$ cat src/hdl/overlay_params.svh
`ifndef OVERLAY_PARAMS_SVH
`define OVERLAY_PARAMS_SVH

// horizontal raster in pixel clocks, sync first, then back porch, active, front porch
`define H_ACT   64
`define H_FP    4
`define H_SYNC  4
`define H_BP    8
`define H_TOTAL 80

// vertical raster in lines, same order as horizontal
`define V_ACT   48
`define V_FP    2
`define V_SYNC  2
`define V_BP    4
`define V_TOTAL 56

`define N_BOX   4   // boxes drawn by the overlay
`define LINE_W  1   // outline thickness in pixels

`define APB_AW  8

`endif

$ cat src/hdl/overlay_pkg.sv
`default_nettype none
`include "overlay_params.svh"

package overlay_pkg;

    typedef logic [9:0]         coord_t;      // position inside the active area
    typedef logic [7:0]         chan_t;
    typedef logic [15:0]        frame_cnt_t;
    typedef logic [`APB_AW-1:0] apb_addr_t;
    typedef logic [31:0]        apb_data_t;

    typedef struct packed {
        chan_t r;
        chan_t g;
        chan_t b;
    } rgb_t;

    // one pixel slot of the raster, x and y only meaningful while de is high
    typedef struct packed {
        logic   de;
        logic   hsync;
        logic   vsync;
        coord_t x;
        coord_t y;
    } vid_beat_t;

    // corners are inclusive, the outline lies on and inside them
    typedef struct packed {
        logic   en;
        rgb_t   color;
        coord_t x0;
        coord_t x1;
        coord_t y0;
        coord_t y1;
    } box_cfg_t;

    typedef box_cfg_t [`N_BOX-1:0] box_arr_t;

endpackage : overlay_pkg

`default_nettype wire

$ cat src/hdl/video_timing.sv
`timescale 1ns/1ps
`default_nettype none
`include "overlay_params.svh"

module video_timing import overlay_pkg::*; (
    input  wire       pix_clk,
    input  wire       i_arst_n,
    output vid_beat_t o_beat,
    output logic      o_frame_start
);

    localparam int H_ACT_START = `H_SYNC + `H_BP;
    localparam int H_ACT_END   = H_ACT_START + `H_ACT;
    localparam int V_ACT_START = `V_SYNC + `V_BP;
    localparam int V_ACT_END   = V_ACT_START + `V_ACT;

    coord_t    h_cnt;
    coord_t    v_cnt;
    logic      h_act;
    logic      v_act;
    vid_beat_t beat_d;

    // pixel counter wraps every line, line counter steps on each pixel wrap
    always_ff @(posedge pix_clk or negedge i_arst_n) begin
        if (!i_arst_n) begin
            h_cnt <= '0;
            v_cnt <= '0;
        end else if (h_cnt == coord_t'(`H_TOTAL - 1)) begin
            h_cnt <= '0;
            if (v_cnt == coord_t'(`V_TOTAL - 1)) begin
                v_cnt <= '0;
            end else begin
                v_cnt <= v_cnt + 1'b1;
            end
        end else begin
            h_cnt <= h_cnt + 1'b1;
        end
    end

    assign h_act = (h_cnt >= coord_t'(H_ACT_START)) && (h_cnt < coord_t'(H_ACT_END));
    assign v_act = (v_cnt >= coord_t'(V_ACT_START)) && (v_cnt < coord_t'(V_ACT_END));

    always_comb begin
        beat_d.de    = h_act && v_act;
        beat_d.hsync = h_cnt < coord_t'(`H_SYNC);   // sync sits at the front of the line
        beat_d.vsync = v_cnt < coord_t'(`V_SYNC);
        // coordinates are rebased so that the first active pixel is (0,0)
        beat_d.x     = h_act ? coord_t'(h_cnt - coord_t'(H_ACT_START)) : '0;
        beat_d.y     = v_act ? coord_t'(v_cnt - coord_t'(V_ACT_START)) : '0;
    end

    always_ff @(posedge pix_clk or negedge i_arst_n) begin
        if (!i_arst_n) begin
            o_beat        <= '0;
            o_frame_start <= 1'b0;
        end else begin
            o_beat        <= beat_d;
            o_frame_start <= (h_cnt == '0) && (v_cnt == '0);  // lines up with the beat of (0,0)
        end
    end

endmodule : video_timing

`default_nettype wire

$ cat src/hdl/box_regs.sv
`timescale 1ns/1ps
`default_nettype none
`include "overlay_params.svh"

module box_regs import overlay_pkg::*; (
    input  wire            pix_clk,
    input  wire            i_arst_n,
    input  wire            i_psel,
    input  wire            i_penable,
    input  wire            i_pwrite,
    input  wire apb_addr_t i_paddr,
    input  wire apb_data_t i_pwdata,
    output apb_data_t      o_prdata,
    output logic           o_pready,
    output logic           o_pslverr,
    input  wire            i_frame_start,
    output box_arr_t       o_boxes
);

    localparam int        IDX_W     = $clog2(`N_BOX);
    localparam apb_addr_t FCNT_ADDR = apb_addr_t'('h40);

    logic             acc;
    logic             in_box;
    logic             off_ok;
    logic             is_fcnt;
    logic             wr_en;
    logic [IDX_W-1:0] box_idx;
    logic [3:0]       off;
    box_arr_t         shadow_q;
    frame_cnt_t       frame_cnt;

    assign acc     = i_psel && i_penable;
    assign box_idx = i_paddr[4 +: IDX_W];    // each box owns 16 bytes
    assign off     = i_paddr[3:0];
    assign in_box  = i_paddr < apb_addr_t'(`N_BOX * 16);
    assign off_ok  = (off == 4'h0) || (off == 4'h4) || (off == 4'h8);
    assign is_fcnt = i_paddr == FCNT_ADDR;
    assign wr_en   = acc && i_pwrite && in_box && off_ok;

    // zero wait states, so every access phase completes at once
    assign o_pready  = acc;
    assign o_pslverr = acc && !((in_box && off_ok) || (is_fcnt && !i_pwrite));

    always_comb begin
        o_prdata = '0;
        if (acc && in_box) begin
            case (off)
                4'h0: o_prdata = {shadow_q[box_idx].en, 7'b0, shadow_q[box_idx].color};
                4'h4: o_prdata = {6'b0, shadow_q[box_idx].x1, 6'b0, shadow_q[box_idx].x0};
                4'h8: o_prdata = {6'b0, shadow_q[box_idx].y1, 6'b0, shadow_q[box_idx].y0};
                default: o_prdata = '0;
            endcase
        end else if (acc && is_fcnt) begin
            o_prdata = {16'b0, frame_cnt};
        end
    end

    always_ff @(posedge pix_clk or negedge i_arst_n) begin
        if (!i_arst_n) begin
            shadow_q  <= '0;
            o_boxes   <= '0;
            frame_cnt <= '0;
        end else begin
            if (wr_en) begin
                case (off)
                    4'h0: begin
                        shadow_q[box_idx].en    <= i_pwdata[31];
                        shadow_q[box_idx].color <= rgb_t'(i_pwdata[23:0]);
                    end
                    4'h4: begin
                        shadow_q[box_idx].x0 <= i_pwdata[9:0];
                        shadow_q[box_idx].x1 <= i_pwdata[25:16];
                    end
                    default: begin
                        shadow_q[box_idx].y0 <= i_pwdata[9:0];
                        shadow_q[box_idx].y1 <= i_pwdata[25:16];
                    end
                endcase
            end
            // a write landing on the frame start cycle waits for the next frame
            if (i_frame_start) begin
                o_boxes   <= shadow_q;
                frame_cnt <= frame_cnt + 1'b1;
            end
        end
    end

endmodule : box_regs

`default_nettype wire

$ cat src/hdl/pattern_gen.sv
`timescale 1ns/1ps
`default_nettype none

module pattern_gen import overlay_pkg::*; (
    input  wire            pix_clk,
    input  wire            i_arst_n,
    input  wire vid_beat_t i_beat,
    output vid_beat_t      o_beat,
    output rgb_t           o_rgb
);

    coord_t xy;
    rgb_t   bg;

    assign xy = i_beat.x ^ i_beat.y;

    // ramps in r and g, checker-like texture in b, all wrapping at 8 bits
    always_comb begin
        if (i_beat.de) begin
            bg.r = chan_t'(i_beat.x << 2);
            bg.g = chan_t'(i_beat.y << 2);
            bg.b = chan_t'(xy << 2);
        end else begin
            bg = '0;  // black during blanking
        end
    end

    always_ff @(posedge pix_clk or negedge i_arst_n) begin
        if (!i_arst_n) begin
            o_beat <= '0;
            o_rgb  <= '0;
        end else begin
            o_beat <= i_beat;
            o_rgb  <= bg;
        end
    end

endmodule : pattern_gen

`default_nettype wire

$ cat src/hdl/box_overlay.sv
`timescale 1ns/1ps
`default_nettype none
`include "overlay_params.svh"

module box_overlay import overlay_pkg::*; (
    input  wire            pix_clk,
    input  wire            i_arst_n,
    input  wire vid_beat_t i_beat,
    input  wire rgb_t      i_rgb,
    input  wire box_arr_t  i_boxes,
    output vid_beat_t      o_beat,
    output rgb_t           o_rgb
);

    localparam logic [10:0] W = 11'(`LINE_W);

    // one extra bit so that adding the line width never wraps
    logic [10:0]       px;
    logic [10:0]       py;
    logic [`N_BOX-1:0] hit;
    rgb_t              mix;

    assign px = {1'b0, i_beat.x};
    assign py = {1'b0, i_beat.y};

    for (genvar b = 0; b < `N_BOX; b++) begin : g_box
        box_cfg_t    cfg;
        logic [10:0] x0;
        logic [10:0] x1;
        logic [10:0] y0;
        logic [10:0] y1;
        logic        outer;
        logic        inner;

        assign cfg = i_boxes[b];
        assign x0  = {1'b0, cfg.x0};
        assign x1  = {1'b0, cfg.x1};
        assign y0  = {1'b0, cfg.y0};
        assign y1  = {1'b0, cfg.y1};

        assign outer = (px >= x0) && (px <= x1) && (py >= y0) && (py <= y1);
        // inner edges written as px + W <= x1 rather than px <= x1 - W, no underflow on tiny boxes
        assign inner = (px >= x0 + W) && (px + W <= x1)
                    && (py >= y0 + W) && (py + W <= y1);

        assign hit[b] = cfg.en && outer && !inner;
    end

    // later boxes overwrite earlier ones, so the highest index wins
    always_comb begin
        mix = i_rgb;
        for (int b = 0; b < `N_BOX; b++) begin
            if (hit[b]) begin
                mix = i_boxes[b].color;
            end
        end
    end

    always_ff @(posedge pix_clk or negedge i_arst_n) begin
        if (!i_arst_n) begin
            o_beat <= '0;
            o_rgb  <= '0;
        end else begin
            o_beat <= i_beat;
            if (i_beat.de) begin
                o_rgb <= mix;  // holds the last active pixel through blanking
            end
        end
    end

endmodule : box_overlay

`default_nettype wire

$ cat src/hdl/video_overlay_top.sv
`timescale 1ns/1ps
`default_nettype none

module video_overlay_top import overlay_pkg::*; (
    input  wire            pix_clk,
    input  wire            i_arst_n,
    input  wire            i_psel,
    input  wire            i_penable,
    input  wire            i_pwrite,
    input  wire apb_addr_t i_paddr,
    input  wire apb_data_t i_pwdata,
    output wire apb_data_t o_prdata,
    output wire            o_pready,
    output wire            o_pslverr,
    output wire rgb_t      o_rgb,
    output wire            o_hsync,
    output wire            o_vsync,
    output wire            o_de
);

    wire vid_beat_t tim_beat;
    wire vid_beat_t pat_beat;
    wire vid_beat_t ovl_beat;
    wire rgb_t      pat_rgb;
    wire box_arr_t  live_boxes;
    wire            frame_start;

    video_timing u_timing (
        .pix_clk       (pix_clk),
        .i_arst_n      (i_arst_n),
        .o_beat        (tim_beat),
        .o_frame_start (frame_start)
    );

    pattern_gen u_pattern (
        .pix_clk  (pix_clk),
        .i_arst_n (i_arst_n),
        .i_beat   (tim_beat),
        .o_beat   (pat_beat),
        .o_rgb    (pat_rgb)
    );

    // live boxes switch one cycle after frame start, in step with the pattern stage
    box_regs u_regs (
        .pix_clk       (pix_clk),
        .i_arst_n      (i_arst_n),
        .i_psel        (i_psel),
        .i_penable     (i_penable),
        .i_pwrite      (i_pwrite),
        .i_paddr       (i_paddr),
        .i_pwdata      (i_pwdata),
        .o_prdata      (o_prdata),
        .o_pready      (o_pready),
        .o_pslverr     (o_pslverr),
        .i_frame_start (frame_start),
        .o_boxes       (live_boxes)
    );

    box_overlay u_overlay (
        .pix_clk  (pix_clk),
        .i_arst_n (i_arst_n),
        .i_beat   (pat_beat),
        .i_rgb    (pat_rgb),
        .i_boxes  (live_boxes),
        .o_beat   (ovl_beat),
        .o_rgb    (o_rgb)
    );

    assign o_hsync = ovl_beat.hsync;
    assign o_vsync = ovl_beat.vsync;
    assign o_de    = ovl_beat.de;

endmodule : video_overlay_top

`default_nettype wire

$ cat config.mk
export PLATFORM = sky130hd
export DESIGN_NAME = video_overlay_top
export DESIGN_NICKNAME = d
export VERILOG_FILES = /design/src/hdl/overlay_pkg.sv /design/src/hdl/video_timing.sv /design/src/hdl/box_regs.sv /design/src/hdl/pattern_gen.sv /design/src/hdl/box_overlay.sv /design/src/hdl/video_overlay_top.sv
export VERILOG_INCLUDE_DIRS = /design/src /design/src/hdl
export SDC_FILE = /design/constraint.sdc
export NUM_CORES = 1
export LEC_CHECK = 0
export ABC_AREA = 1
export BUFFER_PORTS_ARGS = -buffer_cell sky130_fd_sc_hd__clkbuf_2
export CAP_MARGIN = 20
export CELL_PAD_IN_SITES_DETAIL_PLACEMENT = 1
export CELL_PAD_IN_SITES_GLOBAL_PLACEMENT = 1
export CORE_MARGIN = 2
export CORE_UTILIZATION = 48
export DETAILED_ROUTE_END_ITERATION = 12
export GPL_TIMING_DRIVEN = 0
export PLACE_DENSITY_LB_ADDON = 0.1
export SLEW_MARGIN = 5
export SYNTH_ARGS = -nofsm -noshare
export SYNTH_HDL_FRONTEND = slang
export SYNTH_HIERARCHICAL = 1
export SYNTH_SLANG_ARGS = --single-unit
$ cat constraint.sdc
create_clock -name pix_clk -period 3.9 [get_ports pix_clk]
set_input_delay 0.78 -clock pix_clk [delete_from_list [all_inputs] [get_ports pix_clk]]
set_output_delay 0.78 -clock pix_clk [all_outputs]
set_load 0.03 [all_outputs]
==> impl_summary.log, run 1 <==
INFO  metric grt_first_pass_wirelength = 244000 um
INFO  metric failing_checks = setup timing
INFO  metric placement_rows = 103
INFO  metric design.die.area = 0.0827 mm2
INFO  metric totalWireLength = 166000 um
INFO  metric tritoncts_clock_tree = yes
INFO  metric wire_per_inst = 26.1 um
INFO  metric clock_sinks = 648
INFO  metric hold_class = primary input to async pin
INFO  metric final_antenna_net_count = 0
INFO  metric power.static_leakage = 23.9 nW
INFO  metric maxCapViolations = 0
INFO  metric maxClockFrequency = 0.256 GHz
INFO  metric clkTransAtPathRegs = 0.06 ns
INFO  metric dr_total_vias = 37182
INFO  metric gp_congestion = 1.00
INFO  metric report.final.setup_viol = 1
INFO  metric layout_common_cells = sky130_fd_sc_hd__nand2_1, sky130_fd_sc_hd__dfrtp_1, sky130_fd_sc_hd__inv_1, sky130_fd_sc_hd__ha_1, sky130_fd_sc_hd__o21ai_0
INFO  metric die_x = 288 um
INFO  metric grt.total_usage = 0.401
INFO  metric total_area_of_multi_input_combinational_cells = 0.0195 mm2
INFO  metric grt_max_degree = 101
INFO  metric clock-skew-final = 0.0291 ns
INFO  metric critical_path.startpoint_type = primary input
INFO  metric core_region_area = 0.0793 mm2
INFO  metric cp_data_required_time = 3.12 ns
INFO  metric totalPowerFinal = 14.7 mW
INFO  metric layout_commonest_cell = sky130_fd_sc_hd__nand2_1
INFO  metric drt-vias-per-instance = 5.83
INFO  metric post_route_cells_drive_above_1_share = 0.0950
INFO  metric hold_viol_final = 0
INFO  metric max_slew_margin = 0.151
INFO  metric setup_slack = -0.00832 ns
INFO  metric post-route-min-period = 3.91 ns
INFO  metric detailedRoute.firstIterationViolations = 3687
INFO  metric run_status = complete, but fails checks
INFO  metric clock-root-buffer = sky130_fd_sc_hd__clkbuf_16
INFO  metric yosys_warnings = 6
INFO  metric dr.pass1.iters = 5
INFO  metric r2r-end = u_overlay/o_rgb[7]$_DFFE_PN0P_
INFO  metric final-max-slew-violation-count = 0
INFO  metric drt_drc_violations_left = 0
INFO  metric slew_of_the_pin_with_the_lowest_slew_margin = 1.27 ns
INFO  metric cts_max_level = 3
INFO  metric summed_instance_area_of_the_synthesized_netlist = 0.0386 mm2
INFO  metric die_y = 288 um
INFO  metric initial_core_util = 0.487
INFO  metric crit_fanout = 10
INFO  metric global_route_congestion_overflow_total = 0
INFO  metric syn_inst_count = 5037
INFO  metric min_period_over_period = 1.00
INFO  metric cp_arrival = 3.13 ns
INFO  metric cts_inserted_buffers = 74
INFO  metric grt_antenna_before_repair = 5
INFO  metric average_cell_area_after_synthesis = 7.66 um2
INFO  metric post_cts_hold_buffer_count = 0
INFO  metric worst-r2r-setup-slack = 0.04 ns
INFO  metric timing.critical_path.from = i_paddr[4]
INFO  metric tns = -0.00832 ns
INFO  metric crit_type = primary input to primary output
INFO  metric place.port_buffers = 93
INFO  metric power_per_cell_area = 334 mW/mm2
INFO  metric r2r_start = u_pattern/o_beat[10]$_DFF_PN0_
INFO  metric final_net_count = 5659
INFO  metric flip_flop_and_latch_area = 0.0163 mm2
INFO  metric critical_path.endpoint_type = primary output
INFO  metric worst_ir_drop_vdd = 289 uV
INFO  metric fin_hold_ws = 0.141 ns
INFO  metric clk_path_buf_depth = 3
INFO  metric logic_depth_of_the_worst_register_to_register_path = 19
INFO  metric grt_pass1_vias = 38099
INFO  metric num_ports = 106
INFO  metric areaGrowthSynthToFinish = 13.7%
INFO  metric clkLatencyLatePin = 0.64 ns
INFO  metric n_fill_cell = 10000
INFO  metric detailedPlacementHpwl = 127000 um
-- metrics by stage --
stage,area [um2],std cells,util,setup WS (ns)
after global placement,40400,6190,0.510,-13.75
after detailed placement,40700,6201,0.513,-1.05
final,43900,6382,0.554,-0.00832
after CTS,43400,6354,0.548,0.0147
after floorplan,38600,5047,-,0.805
after global routing,43900,6379,0.553,-0.0557
-- layer usage --
layer | up-vias | global-route usage | wire, um
met1 | 18666 | 0.528 | 68600
met5 | - | 0 | 173
li1 | 16585 | - | -
met3 | 415 | 0.0862 | 14500
met4 | 2 | 0.220 | 10200
met2 | 1514 | 0.617 | 72700
-- cell type report --
| cell class | count | share of cell area |
|---|---|---|
| Tap cell | 1050 | 0.0299 |
| Clock buffer | 106 | 0.0498 |
| Clock inverter | 23 | 0.00513 |
| Inverter | 543 | 0.0468 |
| Timing Repair Buffer | 153 | 0.0263 |
| Antenna cell | 3 | 0.000171 |
| Sequential cell | 648 | 0.371 |
| Buffer | 205 | 0.0255 |
| Multi-Input combinational cell | 3651 | 0.445 |
-- what timing repair did --
| item | 4_1_cts | 5_1_grt |
|---|---|---|
| pin swaps | 3 | 11 |
| setup buffers | 24 | 24 |
| resized for setup | 54 | 54 |
| endpoints found under the setup margin | 26 | 32 |
-- worst max-delay path by stage --
stage | depth (start not counted) | endpoint
after global routing | 25 | u_overlay/o_rgb[4]$_DFFE_PN0P_
after CTS | 21 | u_overlay/o_rgb[7]$_DFFE_PN0P_
after detailed placement | 25 | u_overlay/o_rgb[5]$_DFFE_PN0P_
final | 12 | o_prdata[22]
after floorplan | 22 | u_overlay/o_rgb[12]$_DFFE_PN0P_
after global placement | 1 | u_pattern/o_beat[16]$_DFF_PN0_
-- power breakdown --
group | switching (mW) | internal, mW | total [mW]
sequential | 0.0604 | 6.78 | 6.84
clock | 2.99 | 4.09 | 7.08
combinational | 0.580 | 0.155 | 0.734
total | 3.63 | 11.0 | 14.7
-- critical path, cell delays in order --
cell and delay, ns:
sky130_fd_sc_hd__buf_4 0.18, sky130_fd_sc_hd__buf_4 0.26, sky130_fd_sc_hd__clkbuf_1 0.71, sky130_fd_sc_hd__nand2_1 0.12
sky130_fd_sc_hd__nand2_1 0.12, sky130_fd_sc_hd__nand2_1 0.08, sky130_fd_sc_hd__nand3_1 0.12, sky130_fd_sc_hd__nand2_1 0.09
sky130_fd_sc_hd__nand2_1 0.13, sky130_fd_sc_hd__nand2_1 0.09, sky130_fd_sc_hd__nand2_1 0.20, sky130_fd_sc_hd__clkbuf_2 0.24
Power figures use the tool's default switching activity.
==> inputs of run 2 (changes only) <==
--- a/config.mk
+++ b/config.mk
@@ -6,16 +6,15 @@
 export SDC_FILE = /design/constraint.sdc
 export NUM_CORES = 1
 export LEC_CHECK = 0
-export ABC_AREA = 1
 export BUFFER_PORTS_ARGS = -buffer_cell sky130_fd_sc_hd__clkbuf_2
 export CAP_MARGIN = 20
 export CELL_PAD_IN_SITES_DETAIL_PLACEMENT = 1
 export CELL_PAD_IN_SITES_GLOBAL_PLACEMENT = 1
 export CORE_MARGIN = 2
-export CORE_UTILIZATION = 48
+export CORE_UTILIZATION = 52
 export DETAILED_ROUTE_END_ITERATION = 12
 export GPL_TIMING_DRIVEN = 0
-export PLACE_DENSITY_LB_ADDON = 0.1
+export PLACE_DENSITY = 0.85
 export SLEW_MARGIN = 5
 export SYNTH_ARGS = -nofsm -noshare
 export SYNTH_HDL_FRONTEND = slang
==> run 2 against run 1 <==
Against the previous run:
- the flow finishes with violations (capacitance limit, slew limit, setup timing)
- non-clock buffer count fell by 3
- combinational power fell by 9.8%
- maximum frequency fell by 18%
- critical path depth rose by 6
- clock skew rose by 0.0088 ns
- register-to-register slack got worse by 0.89 ns
- clock power fell by 3%
- wire length rose by 8.6%
- synthesized cell count fell by 41%
- first-iteration DRC count rose by 24%
- die area fell by 13%
- largest power group unchanged
==> impl_summary.log, run 2 <==
INFO  metric final_net_count = 3650 (-36%)
INFO  metric critPathMaxStageDelay = 0.55 ns (-0.16 ns)
INFO  metric global_route_congestion_overflow_total = 0 (unchanged)
INFO  metric place_inst = 4021 (-35%)
INFO  metric slew_of_the_pin_with_the_lowest_slew_margin = 1.53 ns (+0.251 ns)
INFO  metric r2r_start = u_pattern/o_beat[15]$_DFF_PN0_
INFO  metric clock-root-buffer = sky130_fd_sc_hd__clkbuf_16
INFO  metric max_slew_margin = -0.0169 (-0.168)
INFO  metric post-route-util = 0.628 (+0.0742)
INFO  metric average_cell_area_after_synthesis = 12.2 um2 (+59%)
INFO  metric cts_max_level = 3 (unchanged)
INFO  metric clkTransAtPathRegs = 0.08 ns (+0.02 ns)
INFO  metric dr.pass1.iters = 9 (+4)
INFO  metric worst_ir_drop_vdd = 738 uV (+150%)
INFO  metric cp_arrival = 5.26 ns (+2.13 ns)
INFO  metric totalWireLength = 181000 um (+8.6%)
INFO  metric wire_per_inst = 42.4 um (+63%)
INFO  metric clk_path_buf_depth = 3 (unchanged)
INFO  metric drt-vias-per-instance = 7.53 (+29%)
INFO  metric grt.total_usage = 0.454 (+0.0527)
INFO  metric die_x = 268 um (-6.7%)
INFO  metric critical_path_depth = 18 (+6)
INFO  metric crit_path_cell_trace = buf_4 > buf_6 > xor2_2 > buf_4 > buf_4 > ha_1 > nand4_1 > a21oi_1 > o31ai_1 > a22oi_2 > o41ai_4 > buf_6 > buf_6 > nor2_4 > clkbuf_16 > nand2_4 > a211oi_4 > a211o_1
INFO  metric areaGrowthSynthToFinish = 19.0%
INFO  metric report.final.setup_viol = 49 (+48)
INFO  metric crit_fanout = 13 (+3)
INFO  metric clkLatencyLatePin = 0.64 ns (about the same)
INFO  metric syn_inst_count = 2976 (-41%)
INFO  metric gp_congestion = 0.968 (-3.5%)
INFO  metric fin_hold_ws = 0.240 ns (+0.0990 ns)
INFO  metric worst_path_dominant_cell_family = compound AO/OA/AOI/OAI gates
INFO  metric r2r-end = u_overlay/o_rgb[0]$_DFFE_PN0P_
INFO  metric maxCapViolations = 1 (+1)
INFO  metric post-route-min-period = 4.75 ns (+0.843 ns)
INFO  metric yosys_warnings = 6 (unchanged)
INFO  metric final_antenna_net_count = 0 (unchanged)
INFO  metric final_cells = 4263 (-33%)
INFO  metric post_cts_hold_buffer_count = 0 (unchanged)
INFO  metric hold_class = primary input to async pin
INFO  metric layout_common_cells = sky130_fd_sc_hd__dfrtp_1, sky130_fd_sc_hd__mux2_2, sky130_fd_sc_hd__ha_1, sky130_fd_sc_hd__inv_1, sky130_fd_sc_hd__mux2_1
INFO  metric placement_rows = 96 (-6.8%)
INFO  metric tritoncts_clock_tree = yes
INFO  metric hold_viol_final = 0 (unchanged)
INFO  metric clock-skew-final = 0.0378 ns (+0.00876 ns)
INFO  metric dr_total_vias = 32092 (-14%)
INFO  metric min_period_over_period = 1.22 (+0.216)
INFO  metric initial_core_util = 0.527 (+0.0404)
INFO  metric power.static_leakage = 20.6 nW (-14%)
INFO  metric setup_slack = -0.852 ns (-0.843 ns)
INFO  metric grt_pass1_vias = 33164 (-13%)
INFO  metric crit_buf_inv = 7 (+3)
INFO  metric detailedPlacementHpwl = 94700 um (-25%)
INFO  metric crit_type = flip-flop to flip-flop
INFO  metric layout_commonest_cell = sky130_fd_sc_hd__dfrtp_1
INFO  metric failing_checks = capacitance limit, slew limit, setup timing
INFO  metric maxClockFrequency = 0.210 GHz (-18%)
INFO  metric post_route_cells_drive_above_1_share = 0.318 (+0.223)
INFO  metric worst-r2r-setup-slack = -0.85 ns (-0.89 ns)
INFO  metric power_per_cell_area = 333 mW/mm2 (-0.25%)
INFO  metric detailedRoute.firstIterationViolations = 4554 (+24%)
INFO  metric final-max-slew-violation-count = 11 (+11)
INFO  metric die_y = 268 um (-6.7%)
INFO  metric summed_instance_area_of_the_synthesized_netlist = 0.0363 mm2 (-5.9%)
INFO  metric core_region_area = 0.0688 mm2 (-13%)
INFO  metric critical_path.startpoint_type = flip-flop
INFO  metric logic_depth_of_the_worst_register_to_register_path = 18 (-1)
INFO  metric drt_drc_violations_left = 0 (unchanged)
INFO  metric tns = -17.50 ns (-17.49 ns)
INFO  metric cts_inserted_buffers = 68 (-8.1%)
INFO  metric clock_sinks = 648 (unchanged)
INFO  metric grt_max_degree = 110 (+8.9%)
INFO  metric run_status = complete, but fails checks
INFO  metric rsz_0062_raised_after_global_routing = true
INFO  metric cp_data_required_time = 4.41 ns (+1.29 ns)
INFO  metric design.die.area = 0.0719 mm2 (-13%)
INFO  metric place.port_buffers = 93 (unchanged)
INFO  metric critical_path.endpoint_type = flip-flop
INFO  metric totalPowerFinal = 14.4 mW (-1.8%)
INFO  metric num_ports = 106 (unchanged)
INFO  metric worst_path_max_delay_cell = sky130_fd_sc_hd__dfrtp_4
INFO  metric grt_antenna_before_repair = 34 (+29)
INFO  metric grt_first_pass_wirelength = 234000 um (-4.1%)
## run 2: worst max path at each step
stage	start	endpoint	slack, ns
6_report	u_pattern/o_beat[15]$_DFF_PN0_	u_overlay/o_rgb[0]$_DFFE_PN0P_	-0.85
5_1_grt	u_pattern/o_beat[3]$_DFF_PN0_	u_overlay/o_rgb[0]$_DFFE_PN0P_	-0.77
4_1_cts	u_pattern/o_beat[3]$_DFF_PN0_	u_overlay/o_rgb[3]$_DFFE_PN0P_	-0.13
3_5_place_dp	u_pattern/o_beat[14]$_DFF_PN0_	u_overlay/o_rgb[4]$_DFFE_PN0P_	-2.15
3_3_place_gp	i_arst_n	u_pattern/o_beat[2]$_DFF_PN0_	-13.47
2_1_floorplan	u_pattern/o_beat[5]$_DFF_PN0_	u_overlay/o_rgb[1]$_DFFE_PN0P_	0.01
## run 2: report_power, final
group	internal, mW	switching (mW)
Clock	3.82	3.08
Sequential	6.76	0.0722
Combinational	0.182	0.481
## run 2: cell type report
| type | instances | area [um2] |
|---|---|---|
| Sequential cell | 648 | 16300 |
| Multi-Input combinational cell | 2002 | 20000 |
| Timing Repair Buffer | 211 | 1730 |
| Clock buffer | 103 | 2000 |
| Antenna cell | 17 | 42.5 |
| Fill cell | 6606 | 25600 |
| Clock inverter | 15 | 185 |
| Buffer | 144 | 1030 |
| Inverter | 192 | 728 |
| Tap cell | 931 | 1160 |
## run 2: routing by layer
metal / share of wire / vias to the layer above / wire (um) / track usage
met5: 0.0022 / - / 399 / 0
met4: 0.12 / 40 / 22600 / 0.404
met3: 0.14 / 1532 / 24800 / 0.177
met2: 0.42 / 3198 / 75900 / 0.678
met1: 0.32 / 15808 / 56900 / 0.504
li1: - / 11514 / - / -
## run 2: what timing repair did
| action | in CTS | in global routing |
|---|---|---|
| endpoints found under the hold margin | 0 | 0 |
| buffers inserted | 75 | 27 |
| gates cloned | 5 | 1 |
| pin swaps | 70 | 56 |
| gates resized for setup | 249 | 129 |
| setup endpoints to repair | 35 | 44 |
## run 2: per-stage QoR
stage                     worst slack [ns]  cell area, um2
after floorplan                     0.0143           36300
after global placement              -13.47           38000
after detailed placement             -2.15           38200
after CTS                           -0.126           42200
after global routing                -0.766           43200
final                               -0.852           43200
